--- src/verilog/conv_settings.svh ---
`ifndef CONV_SETTINGS_SVH
`define CONV_SETTINGS_SVH

// Pixel and row geometry
`define CONV_PIXEL_BITS     8
`define CONV_ROW_PIXELS     32
`define CONV_ROW_WORD_BITS  (`CONV_ROW_PIXELS * `CONV_PIXEL_BITS)

// Kernel geometry, valid window positions per row
`define CONV_KERNEL         3
`define CONV_OUT_COLS       30

// Sharpening weights
`define CONV_CENTER_WEIGHT  9
`define CONV_EDGE_WEIGHT    (-1)

// Frame height limit and index widths
`define CONV_MAX_HEIGHT     1023
`define CONV_SUM_BITS       16
`define CONV_COL_BITS       5
`define CONV_ROWIDX_BITS    10

`endif

--- src/verilog/convPkg.sv ---
`include "conv_settings.svh"

package convPkg;

	// Plain vector types
	typedef logic [`CONV_PIXEL_BITS-1:0] pixelT;
	typedef logic [`CONV_ROW_WORD_BITS-1:0] rowWordT;
	typedef logic signed [`CONV_SUM_BITS-1:0] sumT;
	typedef logic [`CONV_COL_BITS-1:0] colIdxT;
	typedef logic [`CONV_ROWIDX_BITS-1:0] rowIdxT;

	// 3x3 neighbourhood, top row first
	typedef struct packed {
		pixelT topLeft;
		pixelT topCenter;
		pixelT topRight;
		pixelT midLeft;
		pixelT midCenter;
		pixelT midRight;
		pixelT botLeft;
		pixelT botCenter;
		pixelT botRight;
	} windowT;

	// Position of a result in the output frame
	typedef struct packed {
		rowIdxT outRow;
		colIdxT outCol;
		logic lastPixel;
	} tagT;

	typedef struct packed {
		sumT sum;
		tagT tag;
	} resultT;

	// Frame sequencer states
	typedef enum logic [2:0] {
		IDLE,
		LOAD,
		SWEEP,
		ALIGN,
		DONE
	} ctrlStateT;

endpackage

--- src/verilog/convEngine.sv ---
`timescale 1ns/10ps

module convEngine import convPkg::*; (
	input  logic    clk,
	input  logic    reset,
	input  logic    i_start,
	input  rowIdxT  i_height,
	input  rowWordT i_rowData,
	input  logic    i_rowValid,
	output logic    o_rowReady,
	output resultT  o_result,
	output logic    o_resultValid,
	input  logic    i_resultReady,
	output logic    o_busy
);

	logic   rowPush;
	logic   colRotate;
	logic   winValid;
	tagT    winTag;
	windowT window;

	// Sequencer for rows, sweep and realignment
	frameControl uFrameControl (
		.clk         (clk),
		.reset       (reset),
		.i_start     (i_start),
		.i_height    (i_height),
		.i_rowValid  (i_rowValid),
		.o_rowReady  (o_rowReady),
		.i_advance   (i_resultReady),
		.o_rowPush   (rowPush),
		.o_colRotate (colRotate),
		.o_winValid  (winValid),
		.o_winTag    (winTag),
		.o_busy      (o_busy)
	);

	rowWindowBuffer uRowWindowBuffer (
		.clk         (clk),
		.reset       (reset),
		.i_rowData   (i_rowData),
		.i_rowPush   (rowPush),
		.i_colRotate (colRotate),
		.o_window    (window)
	);

	// Sink ready stalls the whole tree
	convMacTree uConvMacTree (
		.clk           (clk),
		.reset         (reset),
		.i_advance     (i_resultReady),
		.i_window      (window),
		.i_winValid    (winValid),
		.i_winTag      (winTag),
		.o_result      (o_result),
		.o_resultValid (o_resultValid)
	);

endmodule

--- src/verilog/convMacTree.sv ---
`timescale 1ns/10ps
`include "conv_settings.svh"

module convMacTree import convPkg::*; (
	input  logic   clk,
	input  logic   reset,
	input  logic   i_advance,
	input  windowT i_window,
	input  logic   i_winValid,
	input  tagT    i_winTag,
	output resultT o_result,
	output logic   o_resultValid
);

	localparam int K = `CONV_KERNEL;
	localparam sumT CENTER_WEIGHT = sumT'(`CONV_CENTER_WEIGHT);
	localparam sumT EDGE_WEIGHT = sumT'(`CONV_EDGE_WEIGHT);

	pixelT winPix [K][K];

	sumT prod [K][K];
	sumT rowSum [K];
	sumT total;

	logic valid1;
	logic valid2;
	logic valid3;
	tagT  tag1;
	tagT  tag2;
	tagT  tag3;

	// Struct fields as a row by column array
	always_comb begin
		winPix[0][0] = i_window.topLeft;
		winPix[0][1] = i_window.topCenter;
		winPix[0][2] = i_window.topRight;
		winPix[1][0] = i_window.midLeft;
		winPix[1][1] = i_window.midCenter;
		winPix[1][2] = i_window.midRight;
		winPix[2][0] = i_window.botLeft;
		winPix[2][1] = i_window.botCenter;
		winPix[2][2] = i_window.botRight;
	end

	// Stage 1, weighted products
	for (genvar r = 0; r < K; r++) begin : gProdRow
		for (genvar c = 0; c < K; c++) begin : gProdCol
			localparam sumT WEIGHT = ((r == K / 2) && (c == K / 2)) ? CENTER_WEIGHT : EDGE_WEIGHT;

			always_ff @(posedge clk) begin
				if (i_advance) begin
					// Zero extended pixel times signed weight
					prod[r][c] <= sumT'(winPix[r][c]) * WEIGHT;
				end
			end
		end
	end

	// Stage 2, one sum per window row
	for (genvar r = 0; r < K; r++) begin : gRowSum
		always_ff @(posedge clk) begin
			if (i_advance) begin
				rowSum[r] <= prod[r][0] + prod[r][1] + prod[r][2];
			end
		end
	end

	// Stage 3, final total
	always_ff @(posedge clk) begin
		if (i_advance) begin
			total <= rowSum[0] + rowSum[1] + rowSum[2];
		end
	end

	// Tags follow their data through the stages
	always_ff @(posedge clk) begin
		if (i_advance) begin
			tag1 <= i_winTag;
			tag2 <= tag1;
			tag3 <= tag2;
		end
	end

	always_ff @(posedge clk) begin
		if (reset) begin
			valid1 <= 1'b0;
			valid2 <= 1'b0;
			valid3 <= 1'b0;
		end else if (i_advance) begin
			valid1 <= i_winValid;
			valid2 <= valid1;
			valid3 <= valid2;
		end
	end

	// Frozen stages keep the output stable under back-pressure
	assign o_result.sum   = total;
	assign o_result.tag   = tag3;
	assign o_resultValid  = valid3;

endmodule

--- src/verilog/frameControl.sv ---
`timescale 1ns/10ps
`include "conv_settings.svh"

module frameControl import convPkg::*; (
	input  logic   clk,
	input  logic   reset,
	input  logic   i_start,
	input  rowIdxT i_height,
	input  logic   i_rowValid,
	output logic   o_rowReady,
	input  logic   i_advance,
	output logic   o_rowPush,
	output logic   o_colRotate,
	output logic   o_winValid,
	output tagT    o_winTag,
	output logic   o_busy
);

	ctrlStateT state;
	rowIdxT    frameHeight;
	rowIdxT    loadCnt;
	rowIdxT    outRow;
	colIdxT    colCnt;
	colIdxT    alignCnt;

	logic startOk;
	logic lastCol;
	logic lastAlign;
	logic lastRow;

	// Start only honoured between frames
	assign startOk = i_start && ((state == IDLE) || (state == DONE));

	assign lastCol   = (colCnt == colIdxT'(`CONV_OUT_COLS - 1));
	assign lastAlign = (alignCnt == colIdxT'(`CONV_ROW_PIXELS - `CONV_OUT_COLS - 1));
	// Final output row is height minus kernel size
	assign lastRow   = (outRow == (frameHeight - rowIdxT'(`CONV_KERNEL)));

	always_ff @(posedge clk) begin
		if (reset) begin
			state       <= IDLE;
			frameHeight <= '0;
			loadCnt     <= '0;
			outRow      <= '0;
			colCnt      <= '0;
			alignCnt    <= '0;
		end else begin
			case (state)
				IDLE, DONE: begin
					if (startOk) begin
						frameHeight <= i_height;
						loadCnt     <= '0;
						outRow      <= '0;
						colCnt      <= '0;
						alignCnt    <= '0;
						state       <= LOAD;
					end
				end
				LOAD: begin
					if (i_rowValid) begin
						loadCnt <= loadCnt + rowIdxT'(1);
						// This row completes the window
						if (loadCnt >= rowIdxT'(`CONV_KERNEL - 1)) begin
							state <= SWEEP;
						end
					end
				end
				SWEEP: begin
					if (i_advance) begin
						if (lastCol) begin
							colCnt <= '0;
							state  <= ALIGN;
						end else begin
							colCnt <= colCnt + colIdxT'(1);
						end
					end
				end
				ALIGN: begin
					// Remaining rotations bring pixel 0 back to the window
					if (i_advance) begin
						if (lastAlign) begin
							alignCnt <= '0;
							if (lastRow) begin
								state <= DONE;
							end else begin
								outRow <= outRow + rowIdxT'(1);
								state  <= LOAD;
							end
						end else begin
							alignCnt <= alignCnt + colIdxT'(1);
						end
					end
				end
				default: begin
					state <= IDLE;
				end
			endcase
		end
	end

	assign o_rowReady = (state == LOAD);
	assign o_rowPush  = o_rowReady && i_rowValid;

	// One window per advancing cycle, every shift moves one pixel
	assign o_winValid  = (state == SWEEP);
	assign o_colRotate = ((state == SWEEP) || (state == ALIGN)) && i_advance;

	assign o_winTag.outRow    = outRow;
	assign o_winTag.outCol    = colCnt;
	assign o_winTag.lastPixel = (state == SWEEP) && lastCol && lastRow;

	assign o_busy = (state == LOAD) || (state == SWEEP) || (state == ALIGN);

endmodule

--- src/verilog/rowWindowBuffer.sv ---
`timescale 1ns/10ps
`include "conv_settings.svh"

module rowWindowBuffer import convPkg::*; (
	input  logic    clk,
	input  logic    reset,
	input  rowWordT i_rowData,
	input  logic    i_rowPush,
	input  logic    i_colRotate,
	output windowT  o_window
);

	localparam int PIX = `CONV_PIXEL_BITS;
	localparam int ROW_BITS = `CONV_ROW_WORD_BITS;
	localparam int ROWS = `CONV_KERNEL;

	// Index 0 is the oldest row, the top of the window
	rowWordT rows [ROWS];

	always_ff @(posedge clk) begin
		if (reset) begin
			for (int r = 0; r < ROWS; r++) begin
				rows[r] <= '0;
			end
		end else if (i_rowPush) begin
			// Rows move up, new row enters at the bottom
			for (int r = 0; r < ROWS - 1; r++) begin
				rows[r] <= rows[r + 1];
			end
			rows[ROWS - 1] <= i_rowData;
		end else if (i_colRotate) begin
			// Pixel k moves to k-1, pixel 0 wraps to the top end
			for (int r = 0; r < ROWS; r++) begin
				rows[r] <= {rows[r][PIX-1:0], rows[r][ROW_BITS-1:PIX]};
			end
		end
	end

	// Window taken from the three lowest pixels of each row
	assign o_window.topLeft   = rows[0][0*PIX +: PIX];
	assign o_window.topCenter = rows[0][1*PIX +: PIX];
	assign o_window.topRight  = rows[0][2*PIX +: PIX];
	assign o_window.midLeft   = rows[1][0*PIX +: PIX];
	assign o_window.midCenter = rows[1][1*PIX +: PIX];
	assign o_window.midRight  = rows[1][2*PIX +: PIX];
	assign o_window.botLeft   = rows[2][0*PIX +: PIX];
	assign o_window.botCenter = rows[2][1*PIX +: PIX];
	assign o_window.botRight  = rows[2][2*PIX +: PIX];

endmodule
--- config.mk ---
export PLATFORM = sky130hd
export DESIGN_NAME = convEngine
export DESIGN_NICKNAME = d
export VERILOG_FILES = /design/src/verilog/convPkg.sv /design/src/verilog/convEngine.sv /design/src/verilog/convMacTree.sv /design/src/verilog/frameControl.sv /design/src/verilog/rowWindowBuffer.sv
export VERILOG_INCLUDE_DIRS = /design/src /design/src/verilog
export SDC_FILE = /design/constraint.sdc
export NUM_CORES = 1
export LEC_CHECK = 0
export BUFFER_PORTS_ARGS = -buffer_cell sky130_fd_sc_hd__buf_2
export CORE_MARGIN = 2
export CORE_UTILIZATION = 40
export DETAILED_ROUTE_END_ITERATION = 12
export PLACE_DENSITY = 0.56
export REMOVE_ABC_BUFFERS = 1
export SLEW_MARGIN = 25
export SYNTH_ARGS = -nofsm -noshare
export SYNTH_HDL_FRONTEND = slang
export SYNTH_SLANG_ARGS = --single-unit
--- constraint.sdc ---
create_clock -name clk -period 41.1 [get_ports clk]
set_clock_uncertainty 0.2 [all_clocks]
set_input_delay 10.275 -clock clk [delete_from_list [all_inputs] [get_ports clk]]
set_output_delay 10.275 -clock clk [all_outputs]
set_load 0.02 [all_outputs]
Word level (Yosys, flattened, before mapping)
Memories as Yosys holds them, arrays and structs flattened.
Cells that the tools add are included.
{"block": "classes", "n_addsub": 21, "multipliers": 1, "n_lt_le_gt_ge": 1, "n_eq_ne": 15, "muxes": 40, "n_bitwise": 6, "reduce_logical": 20}
{"op": "256-bit two-way mux", "count": 6}
{"op": "16-bit adder", "count": 8}
{"op": "8-bit negation with 16-bit output", "count": 8}
{"op": "10-bit two-way mux", "count": 5}
{"op": "10-bit one-hot mux with 2 select lines", "count": 2}
{"op": "5-bit two-way mux", "count": 5}
{"op": "3-bit two-way mux", "count": 8}
{"op": "10-bit by 1-bit adder with 10-bit output (second input constant)", "count": 2}
{"op": "5-bit one-hot mux with 2 select lines", "count": 2}
{"op": "8-bit by 4-bit multiplier with 12-bit output (second input constant)", "count": 1}
{"op": "2-bit inequality test (second input constant)", "count": 6}
{"op": "3-bit one-hot mux with 4 select lines", "count": 1}
{"op": "1-bit two-way mux", "count": 11}
{"op": "5-bit by 1-bit adder with 5-bit output (second input constant)", "count": 2}
{"op": "10-bit equality test", "count": 1}
{"op": "10-bit by 2-bit greater-or-equal comparator with 1-bit output (second input constant)", "count": 1}
{"op": "10-bit by 2-bit subtractor with 10-bit output (second input constant)", "count": 1}
{"op": "3-bit AND reduction", "count": 3}
{"op": "7-bit AND reduction", "count": 1}
{"op": "3-bit by 2-bit equality test with 1-bit output (second input constant)", "count": 2}
{"op": "1-bit bitwise OR", "count": 6}
{"op": "2-bit nonzero test", "count": 3}
{"op": "5-bit by 1-bit equality test with 1-bit output (second input constant)", "count": 1}
{"op": "5-bit equality test (second input constant)", "count": 1}
{"op": "other kinds (9)", "count": 17}
{"block": "word_totals", "register_bits": 110, "mem_bits_rw": 960, "out_inout_bits": 35, "mem_count": 3}
{"name": "uRowWindowBuffer.rows", "depth": 3, "width": 256, "read_ports": 3, "rd_ports_with_merged_regs": 0, "wr": 3, "line": "rowWindowBuffer.sv:18", "source": "rowWordT rows [ROWS];"}
{"name": "uConvMacTree.prod", "depth": 3, "width": 48, "read_ports": 3, "rd_ports_with_merged_regs": 0, "wr": 3, "line": "convMacTree.sv:21", "source": "sumT prod [K][K];"}
{"name": "uConvMacTree.rowSum", "depth": 3, "width": 16, "read_ports": 3, "rd_ports_with_merged_regs": 0, "wr": 3, "line": "convMacTree.sv:22", "source": "sumT rowSum [K];"}

Depth between registers and ports, before layout
Gate-level depths: netlist of run 1.
{"block": "logic_depth", "ltp_word": 8, "depth_mapped": 13, "mapped_depth_nobuf": 13}

Cells and area by module
From an unflattened synthesis of run 1, not the netlist that was laid out.
{"block": "unflattened", "hier_cells": 3079, "hier_area_um2": 47792.1}
{"mod": "rowWindowBuffer", "n_inst": 1, "cells_per_inst": 1867, "area_per_inst_um2": 32590.0, "seq_area_each_um2": 23062.1}
{"mod": "convMacTree", "n_inst": 1, "cells_per_inst": 917, "area_per_inst_um2": 12801.0, "seq_area_each_um2": 7387.1}
{"mod": "frameControl", "n_inst": 1, "cells_per_inst": 295, "area_per_inst_um2": 2401.1, "seq_area_each_um2": 860.8}

Least setup slack after synthesis of run 1
OpenSTA, ideal clock, no wires.
{"block": "synth_timing", "path_type": "in2reg", "from": "input i_resultReady", "to": "memory uRowWindowBuffer.rows[0][0] (netlist name), enable pin", "setup_time_ps": 7171, "t_arrival_ps": 27229, "required_ps": 33729, "setup_slack_ps": 6500, "stages": 3, "n_path_buf": 1, "cell_sequence": "clkbuf_1 -> nand2_1 -> nand3b_1"}
{"element": "start, declared", "line": "convEngine.sv:13", "source": "input logic i_resultReady,"}
{"element": "end, declared", "line": "rowWindowBuffer.sv:18"}

==> metrics, run 1 <==
Post-synth EDFFs 1012; global-route wire length before repair 152000 um; CTS sink cnt 1058; Placement Cell Area 48500 um^2; share of layout cells above drive strength 1 16.1%; worst r2r src uFrameControl.state[0]; yosys warns 0; cell row count 123; peak supply drop 0.0356 mV; Post-Synthesis Cells 2918; Flop pwr share 48.1%; Die Wd 342 um; wire per inst 20.4 um; worst relative slew slack 29.7%; Sequential Area 31300 um^2; setup_tns 0 ns; Root Buffer clkbuf_16; post-route cell area 52500 um^2; Int Pwr 2.27 mW; Yosys cell types 73; Arrival @ worst endpoint 15.07 ns; Synth async-reset ratio 0%; Avg Inst Size Synth 15.6 um^2; vias in the first global route 26300; H-Tree Level Count 3; crit start category primary input; RSZ-0062 raised after global routing no; antenna violation net count after detailed routing 0; Layout Nets 3607; Area contributors post-synth edfxtp_1 67%, a22o_1 15%, fa_1 2.6%, ha_1 2.6%, dfxtp_1 2.0%; area of the multi-input gates 13200 um^2; most frequent CP cell buf_4; total die area 117000 um^2; R2R cell count 9; post-CTS sizing 0; Post-synth top flop edfxtp_1; Worst Path Required 41.28 ns; max-cap violation count 0; Syn Std Cell Area 45600 um^2; Core Region 113000 um^2; Port Buffers 305; post-synth top area share 66.6%; grt total ovfl 0; synthesized flop and latch total 1058; net switching power 0.879 mW; Clk network pwr share 33.5%; pin count of the biggest net entering global routing 193; status completed; Max Fclk 67.1 MHz; Crit path buffers/inverters 7; final setup margin 26.21 ns; Critical Path End uRowWindowBuffer.rows[0][103]; flop2flop setup slack 35.02 ns; PD cells 60.1 nW/um^2; post-detailed-placement half-perimeter wirelength 61900 um; combinational share of power 18.5%; Worst-Margin Slew 1.05 ns; clock buffer depth 3; final RePlAce weighted congestion 0.795; slowest cell delay on critical path 0.74 ns; final max-slew violation count 0; GRT Overall Usage 16.4%; Synth top cells by count 1012 x edfxtp_1, 768 x a22o_1, 143 x clkbuf_1; final hold violations 0; DRT iter0 DRCs 2125; Final setup viols 0; DP Worst Slack 24.90 ns; top cell family by delay on the critical path buffers and inverters; critical path depth 9; Hold-fix buffers, CTS 0; hold crit path type reg -> reg; post-synth top area cell edfxtp_1; I/O pins 306; TritonRoute pass-1 iters 5; via count 26500; worst setup path startpoint i_resultReady; top-count cell post-synth edfxtp_1; Pleak 19.1 nW; WHS 0.217 ns; CP Capture Type register; CTS Buf Count 114; clock slew at reported path FFs 0.06 ns; fin util 46.5%; CP max FO 95; initial core utilization 40.4%; Final Cycle Share 36.2%; slowest CP cell buf_4; Chip Height 342 um; Post-CTS Setup Bufs 0; crit-path cells buf_8 > nand2_1 > nand3b_1 > buf_4 > buf_6 > buf_4 > buf_4 > buf_4 > buf_16; crit path time final 14.89 ns; register area share after synthesis 68.7%; P&R area growth vs syn 15.0%; FILL cells 9701; critical path class in -> reg; R2R Path End uRowWindowBuffer.rows[0][103]; drt drc 0; drt via density 5.52; TritonCTS clock tree built; final wirelength 97600 um; initial antenna violation count 40; Skew-Pair Late Insertion Delay 0.71 ns; Sw Ratio 27.9%
## logic make-up (layout without fill, tap and decap cells)
family          count (synthesis)  in the layout  share of synthesized area (%)
compound gates                942            942                           17.3
xor+xnor                      124            124                           2.38
fa+ha+maj                     153            153                           5.19
buf+inv                       269            633                           2.36
flops                        1058           1058                           68.7
mux                             7              7                          0.156
other cells                     0             10                              0
simple gates                  365            365                           3.96
## registers in the layout (all words and copies together), names as in the netlist
register	cells
uConvMacTree.tag2	16
uConvMacTree.o_resultValid	1
uFrameControl.loadCnt	10
uConvMacTree.valid1	1
uFrameControl.state	3
uConvMacTree.o_result	16
uConvMacTree.valid2	1
uFrameControl.frameHeight	10
uFrameControl.colCnt	5
uRowWindowBuffer.rows	768
uConvMacTree.total	16
uConvMacTree.prod	132
uFrameControl.alignCnt	5
uConvMacTree.tag1	16
uConvMacTree.rowSum	48
uFrameControl.outRow	10
## final cells by class
cell class,instances,area share [%]
flip-flops and latches,1058,59.7
multi-input cells,1591,25.2
clock buffers,130,5.59
well taps,1500,3.58
repair buffers,333,3.53
clock inverters,85,1.75
inverters,85,0.608
diodes,10,0.0477
## worst min-delay path by stage
| stage | endpoint | startpoint | cells past startpoint | slack [ns] |
|---|---|---|---|---|
| floorplan | uConvMacTree.o_result[0] | uConvMacTree.tag2[0] | 0 | 0.20 |
| global placement | uConvMacTree.tag2[11] | uConvMacTree.tag1[11] | 0 | 0.20 |
| detailed placement | uConvMacTree.tag2[15] | uConvMacTree.tag1[15] | 0 | 0.20 |
| CTS | uConvMacTree.tag2[15] | uConvMacTree.tag1[15] | 0 | 0.22 |
| global route | uConvMacTree.o_result[3] | uConvMacTree.tag2[3] | 0 | 0.22 |
| finish | uConvMacTree.tag2[15] | uConvMacTree.tag1[15] | 0 | 0.22 |
## per-stage QoR
| step | power (mW) | std cells |
|---|---|---|
| floorplan | 2.08 | 2734 |
| global placement | 2.11 | 4565 |
| detailed placement | 2.12 | 4565 |
| CTS | 3.19 | 4780 |
| global route | 3.31 | 4789 |
| finish | 3.15 | 4792 |
## power by group through the flow
stage	logic [mW]	clock network, mW	registers (mW)
after floorplan	0.464	0	1.62
after global placement	0.571	0	1.53
after detailed placement	0.583	0	1.54
after CTS	0.587	1.08	1.52
after global routing	0.660	1.12	1.53
final	0.582	1.06	1.51
## layout by cell type, fill, tap and decap left out, drive strengths merged, types with 55 or more instances in the layout
cell	n
xnor2	82
ha	93
edfxtp	1012
nor2	100
a21oi	60
inv	90
clkbuf	130
buf	333
a22o	768
nand2	108
clkinv	55
fa	60
## per-layer routing
layer / GRT usage, % / part of all wire (%) / up-vias
met1: 22.8 / 45 / 13300
met5: 0 / 0.28 / -
met3: 3.90 / 6.1 / 172
met4: 4.86 / 2.0 / 42
met2: 25.7 / 47 / 633
li1: - / - / 12300
(Power assumes the default switching activity.)
==> run 2, diff against run 1 <==
ABC_AREA = 1   (was default)
PLACE_DENSITY = 0.55   (was 0.56)
clock period = 15.2 ns   (was 41.1 ns; I/O delays follow)
==> metrics, run 2 <==
clock buffer depth 3; post-synth top area cell edfxtp_1; clock slew at reported path FFs 0.06 ns; Hold Path Origin uConvMacTree.tag1[15]; Post-synth EDFFs 1012; Area contributors post-synth edfxtp_1 64%, inv_1 6.9%, o22ai_1 6.7%, nand3_1 3.5%, o21ai_0 3.1%; largest family of logic cells by synthesized area compound AO/OA/AOI/OAI gates; Layout Nets 4685; RSZ-0062 raised after global routing no; Worst Path Required 15.42 ns; post-CTS sizing 0; Hold-fix buffers, CTS 0; CTS sink cnt 1058; WHS 0.217 ns; Pleak 20.4 nW; synthesized flop and latch total 1058; xor-xnor portion of the synthesized cell area 2.27%; combinational share of power 25.3%; Die Wd 350 um; Hold Path End uConvMacTree.tag2[15]; Post-CTS Setup Bufs 0; Synth top cells by count 1012 x edfxtp_1, 879 x inv_1, 512 x o22ai_1; Post-Synthesis Cells 4022; commonest non-fill, non-tap cells in the layout 1012 x edfxtp_1, 879 x inv_1, 512 x o22ai_1, 335 x nand3_1, 304 x buf_2; R2R cell count 7; most common cell after layout, fill and taps aside edfxtp_1; Post-Synth Adder-Cell Area 4.95%; CP max FO 102; Regs by FF count uRowWindowBuffer.rows: 768 flops, uConvMacTree.prod: 132 flops, uConvMacTree.rowSum: 48 flops; Sw Ratio 32.0%; wire per inst 18.1 um; hold path depth 0; max reg flops 768; initial core utilization 40.4%; Synth Area in Compound Gates 11.2%; Max Fclk 131 MHz; Final setup viols 0; Root Buffer clkbuf_16; final max-slew violation count 0; post-synthesis simple-gate area fraction 6.53%; hold crit path type reg -> reg; final RePlAce weighted congestion 0.829; worst r2r src uFrameControl.state[0]; Chip Height 350 um; final hold violations 0; R2R Path End uRowWindowBuffer.rows[0][573]; flop2flop setup slack 10.25 ns; post-synth top area share 63.6%; Skew-Pair Late Insertion Delay 0.70 ns; final wirelength 107000 um; crit path time final 7.64 ns; pin count of the biggest net entering global routing 247; Worst-Margin Slew 1.09 ns; largest reg by FF count uRowWindowBuffer.rows; CTS Buf Count 113; TritonRoute pass-1 iters 5; drt via density 5.10; register area share after synthesis 65.5%; grt total ovfl 0; Core Region 118000 um^2; Yosys cell types 46; global-route wire length before repair 164000 um; Arrival @ worst endpoint 7.85 ns; Flop pwr share 46.1%; P&R area growth vs syn 12.9%; drt drc 0; TritonCTS clock tree built; I/O pins 306; GRT Overall Usage 17.2%; cell row count 126; worst relative slew slack 27.4%; antenna violation net count after detailed routing 0; mux share of post-synthesis cell area 0%; Avg Inst Size Synth 11.9 um^2; Port Buffers 305; peak supply drop 0.0924 mV; Post-synth top flop edfxtp_1; initial antenna violation count 14; top-count cell post-synth edfxtp_1; via count 30100; Int Pwr 6.29 mW; status completed; yosys warns 0; Synth async-reset ratio 0%; PD cells 171 nW/um^2; setup_tns 0 ns; CP Capture Type register; post-detailed-placement half-perimeter wirelength 67900 um; vias in the first global route 29400; critical path class in -> reg; Clk network pwr share 28.6%; Final Cycle Share 50.3%; max-cap violation count 0; DRT iter0 DRCs 2712; DP Worst Slack 6.54 ns; share of layout cells above drive strength 1 11.5%; crit start category primary input; net switching power 2.96 mW; Syn Std Cell Area 47800 um^2; final setup margin 7.56 ns; total die area 122000 um^2; H-Tree Level Count 3
[run 2: critical path, stage by stage]
cell,delay (ns)
buf_2,0.31
inv_8,0.28
o211ai_4,0.47
buf_4,0.85
buf_4,0.90
buf_4,0.84
o21ai_0,0.18
[run 2: power groups by stage]
stage	logic [mW]	registers [mW]	clock network, mW
2_1_floorplan	1.66	4.68	0
3_3_place_gp	2.34	4.31	0
3_5_place_dp	2.36	4.33	0
4_1_cts	2.37	4.27	2.71
5_1_grt	2.67	4.33	2.82
6_report	2.34	4.26	2.64
[run 2: how the worst max path moves through the flow]
| stage | start | to | slack [ns] |
|---|---|---|---|
| 2_1_floorplan | uFrameControl.state[2] | uRowWindowBuffer.rows[0][0] | -47.09 |
| 3_3_place_gp | reset | uRowWindowBuffer.rows[0][766] | 6.31 |
| 3_5_place_dp | reset | uRowWindowBuffer.rows[0][53] | 6.54 |
| 4_1_cts | reset | uRowWindowBuffer.rows[0][495] | 7.32 |
| 5_1_grt | reset | uRowWindowBuffer.rows[0][663] | 7.21 |
| 6_report | reset | uRowWindowBuffer.rows[0][651] | 7.56 |
[run 2: cells by family (layout without fill, tap and decap cells)]
logic type / count (synthesis) / in the layout
simple gates: 666 / 666
fa+ha+maj: 153 / 153
xor+xnor: 124 / 124
other cells: 0 / 5
flops: 1058 / 1058
buf+inv: 1097 / 1427
compound gates: 924 / 924
[run 2: per-layer routing]
layer	track usage [%]	vias to the layer above	wire length, um
met5	0	-	0
met4	4.86	0	2210
met3	2.85	143	5870
met2	27.2	665	49200
met1	24.5	14600	49300
li1	-	14700	-
[run 2: layout make-up]
cell class,count,area [um^2]
clock buffer,135,2910
tap,1536,1920
inverter,891,3360
clock inverter,71,617
antenna,5,12.5
fill,11000,64300
sequential,1058,31300
multi-input combinational,1867,12000
timing repair buffer,330,1850
[run 2: through the flow]
| stage | power, mW | std cells | instance area, um^2 | utilization, % |
|---|---|---|---|---|
| after floorplan | 6.34 | 3816 | 46600 | - |
| after global routing | 9.81 | 5893 | 54000 | 45.6 |
| after global placement | 6.65 | 5680 | 50300 | 42.6 |
| after detailed placement | 6.68 | 5681 | 50400 | 42.6 |
| after CTS | 9.35 | 5887 | 53900 | 45.6 |
| final | 9.25 | 5893 | 54000 | 45.6 |
==> run 3, diff against run 2 <==
clock period = 7.9 ns   (was 15.2 ns; I/O delays follow)
==> metrics, run 3 (synthesized netlist as in run 2, its figures left out) <==
Final Cycle Share 58.6%; Chip Height 350 um; largest reg by FF count uRowWindowBuffer.rows; drt drc 0; Root Buffer clkbuf_16; GRT Overall Usage 17.2%; max reg flops 768; worst relative slew slack 27.6%; total die area 122000 um^2; initial core utilization 40.4%; Hold Path Origin uConvMacTree.tag2[10]; Pleak 20.5 nW; crit start category primary input; final hold violations 0; final wirelength 106000 um; global-route wire length before repair 165000 um; flop2flop setup slack 4.20 ns; R2R cell count 12; Worst-Margin Slew 1.09 ns; slowest cell delay on critical path 0.68 ns; top cell family by delay on the critical path buffers and inverters; slowest CP cell buf_12; Arrival @ worst endpoint 4.82 ns; drt via density 5.09; Layout Cells excl Fill 5894; crit path time final 4.63 ns; final max-slew violation count 0; most frequent CP cell buf_12; status completed; DRT iter0 DRCs 2631; Hold Path End uConvMacTree.o_result[10]; Port Buffers 305; critical path class in -> reg; via count 30000; peak supply drop 0.178 mV; final RePlAce weighted congestion 0.800; antenna violation net count after detailed routing 0; vias in the first global route 29400; P&R area growth vs syn 13.4%; hold path depth 0; RSZ-0062 raised after global routing no; pin count of the biggest net entering global routing 239; CTS Buf Count 114; placed insts 5679; wire per inst 18.0 um; commonest non-fill, non-tap cells in the layout 1012 x edfxtp_1, 879 x inv_1, 512 x o22ai_1, 335 x nand3_1, 304 x buf_2; H-Tree Level Count 3; crit-path cells buf_2 > inv_8 > o211ai_4 > buf_12 > buf_12 > o22ai_1; Final setup viols 0; setup_tns 0 ns; post-detailed-placement half-perimeter wirelength 67700 um; I/O pins 306; CTS sink cnt 1058; TritonRoute pass-1 iters 5; R2R Path End uConvMacTree.rowSum[0][11]; Post-CTS Setup Bufs 0; grt total ovfl 0; PD cells 334 nW/um^2; cell row count 126; Max Fclk 216 MHz; Skew-Pair Late Insertion Delay 0.70 ns; Die Wd 350 um; clock buffer depth 3; most common cell after layout, fill and taps aside edfxtp_1; max-cap violation count 0; worst setup path startpoint reset; hold crit path type reg -> reg; Crit path buffers/inverters 4; worst r2r src uConvMacTree.prod[0][1]; Regs by FF count uRowWindowBuffer.rows: 768 flops, uConvMacTree.prod: 132 flops, uConvMacTree.rowSum: 48 flops; Worst Path Required 8.08 ns; CP Capture Type register; post-CTS sizing 0; initial antenna violation count 8; clock slew at reported path FFs 0.06 ns; CP max FO 238; share of layout cells above drive strength 1 11.6%; Hold-fix buffers, CTS 0; Core Region 118000 um^2; TritonCTS clock tree built; Layout Nets 4684
[run 3: report_power, final]
part	internal (mW)	switching, mW	total [mW]
Sequential	7.77	0.440	8.21
Combinational	1.47	3.03	4.50
Clock	3.17	2.23	5.40
Total	12.4	5.69	18.1
[run 3: worst register-to-register path: stages (launching register included)]
cell      delay (ns)
edfxtp_1        0.40
fa_1            0.55
ha_1            0.18
inv_1           0.07
fa_1            0.46
o21ai_0         0.51
a21oi_1         0.24
o21ai_0         0.33
a21oi_1         0.11
nor2_1          0.13
nor2_1          0.05
nand2_1         0.06
nand2_1         0.12
[run 3: layer usage]
| metal | vias up | track usage [%] | wire length (um) |
|---|---|---|---|
| li1 | 14700 | - | - |
| met1 | 14500 | 24.4 | 48700 |
| met2 | 665 | 27.4 | 49500 |
| met3 | 144 | 2.70 | 6010 |
| met4 | 2 | 4.66 | 2060 |
| met5 | - | 0 | 13 |
[run 3: cell type report]
type	count	area (um^2)
Timing Repair Buffer	328	1840
Fill cell	10800	64100
Antenna cell	4	10.0
Multi-Input combinational cell	1867	12000
Tap cell	1536	1920
Clock inverter	65	709
Clock buffer	145	3040
Inverter	891	3360
Sequential cell	1058	31300
[run 3: per-stage QoR]
stage                     utilization (%)  instance area [um^2]  worst slack [ns]  hold slack [ns]  power (mW)
after global placement               42.6                 50400              2.59            0.202        12.8
after CTS                            45.8                 54100              3.26            0.209        18.3
final                                45.8                 54200              3.27            0.217        18.1
after global routing                 45.8                 54200              3.14            0.224        19.3
after floorplan                         -                 46600            -54.39            0.200        12.2
after detailed placement             42.6                 50400              2.49            0.205        12.9
[run 3: worst max path at each step]
| stage | depth (start not counted) | to | slack, ns |
|---|---|---|---|
| finish | 6 | uRowWindowBuffer.rows[0][32] | 3.27 |
| global route | 6 | uRowWindowBuffer.rows[0][738] | 3.14 |
| CTS | 6 | uRowWindowBuffer.rows[0][683] | 3.26 |
| detailed placement | 6 | uRowWindowBuffer.rows[0][683] | 2.49 |
| global placement | 6 | uRowWindowBuffer.rows[0][662] | 2.59 |
| floorplan | 3 | uRowWindowBuffer.rows[0][0] | -54.39 |
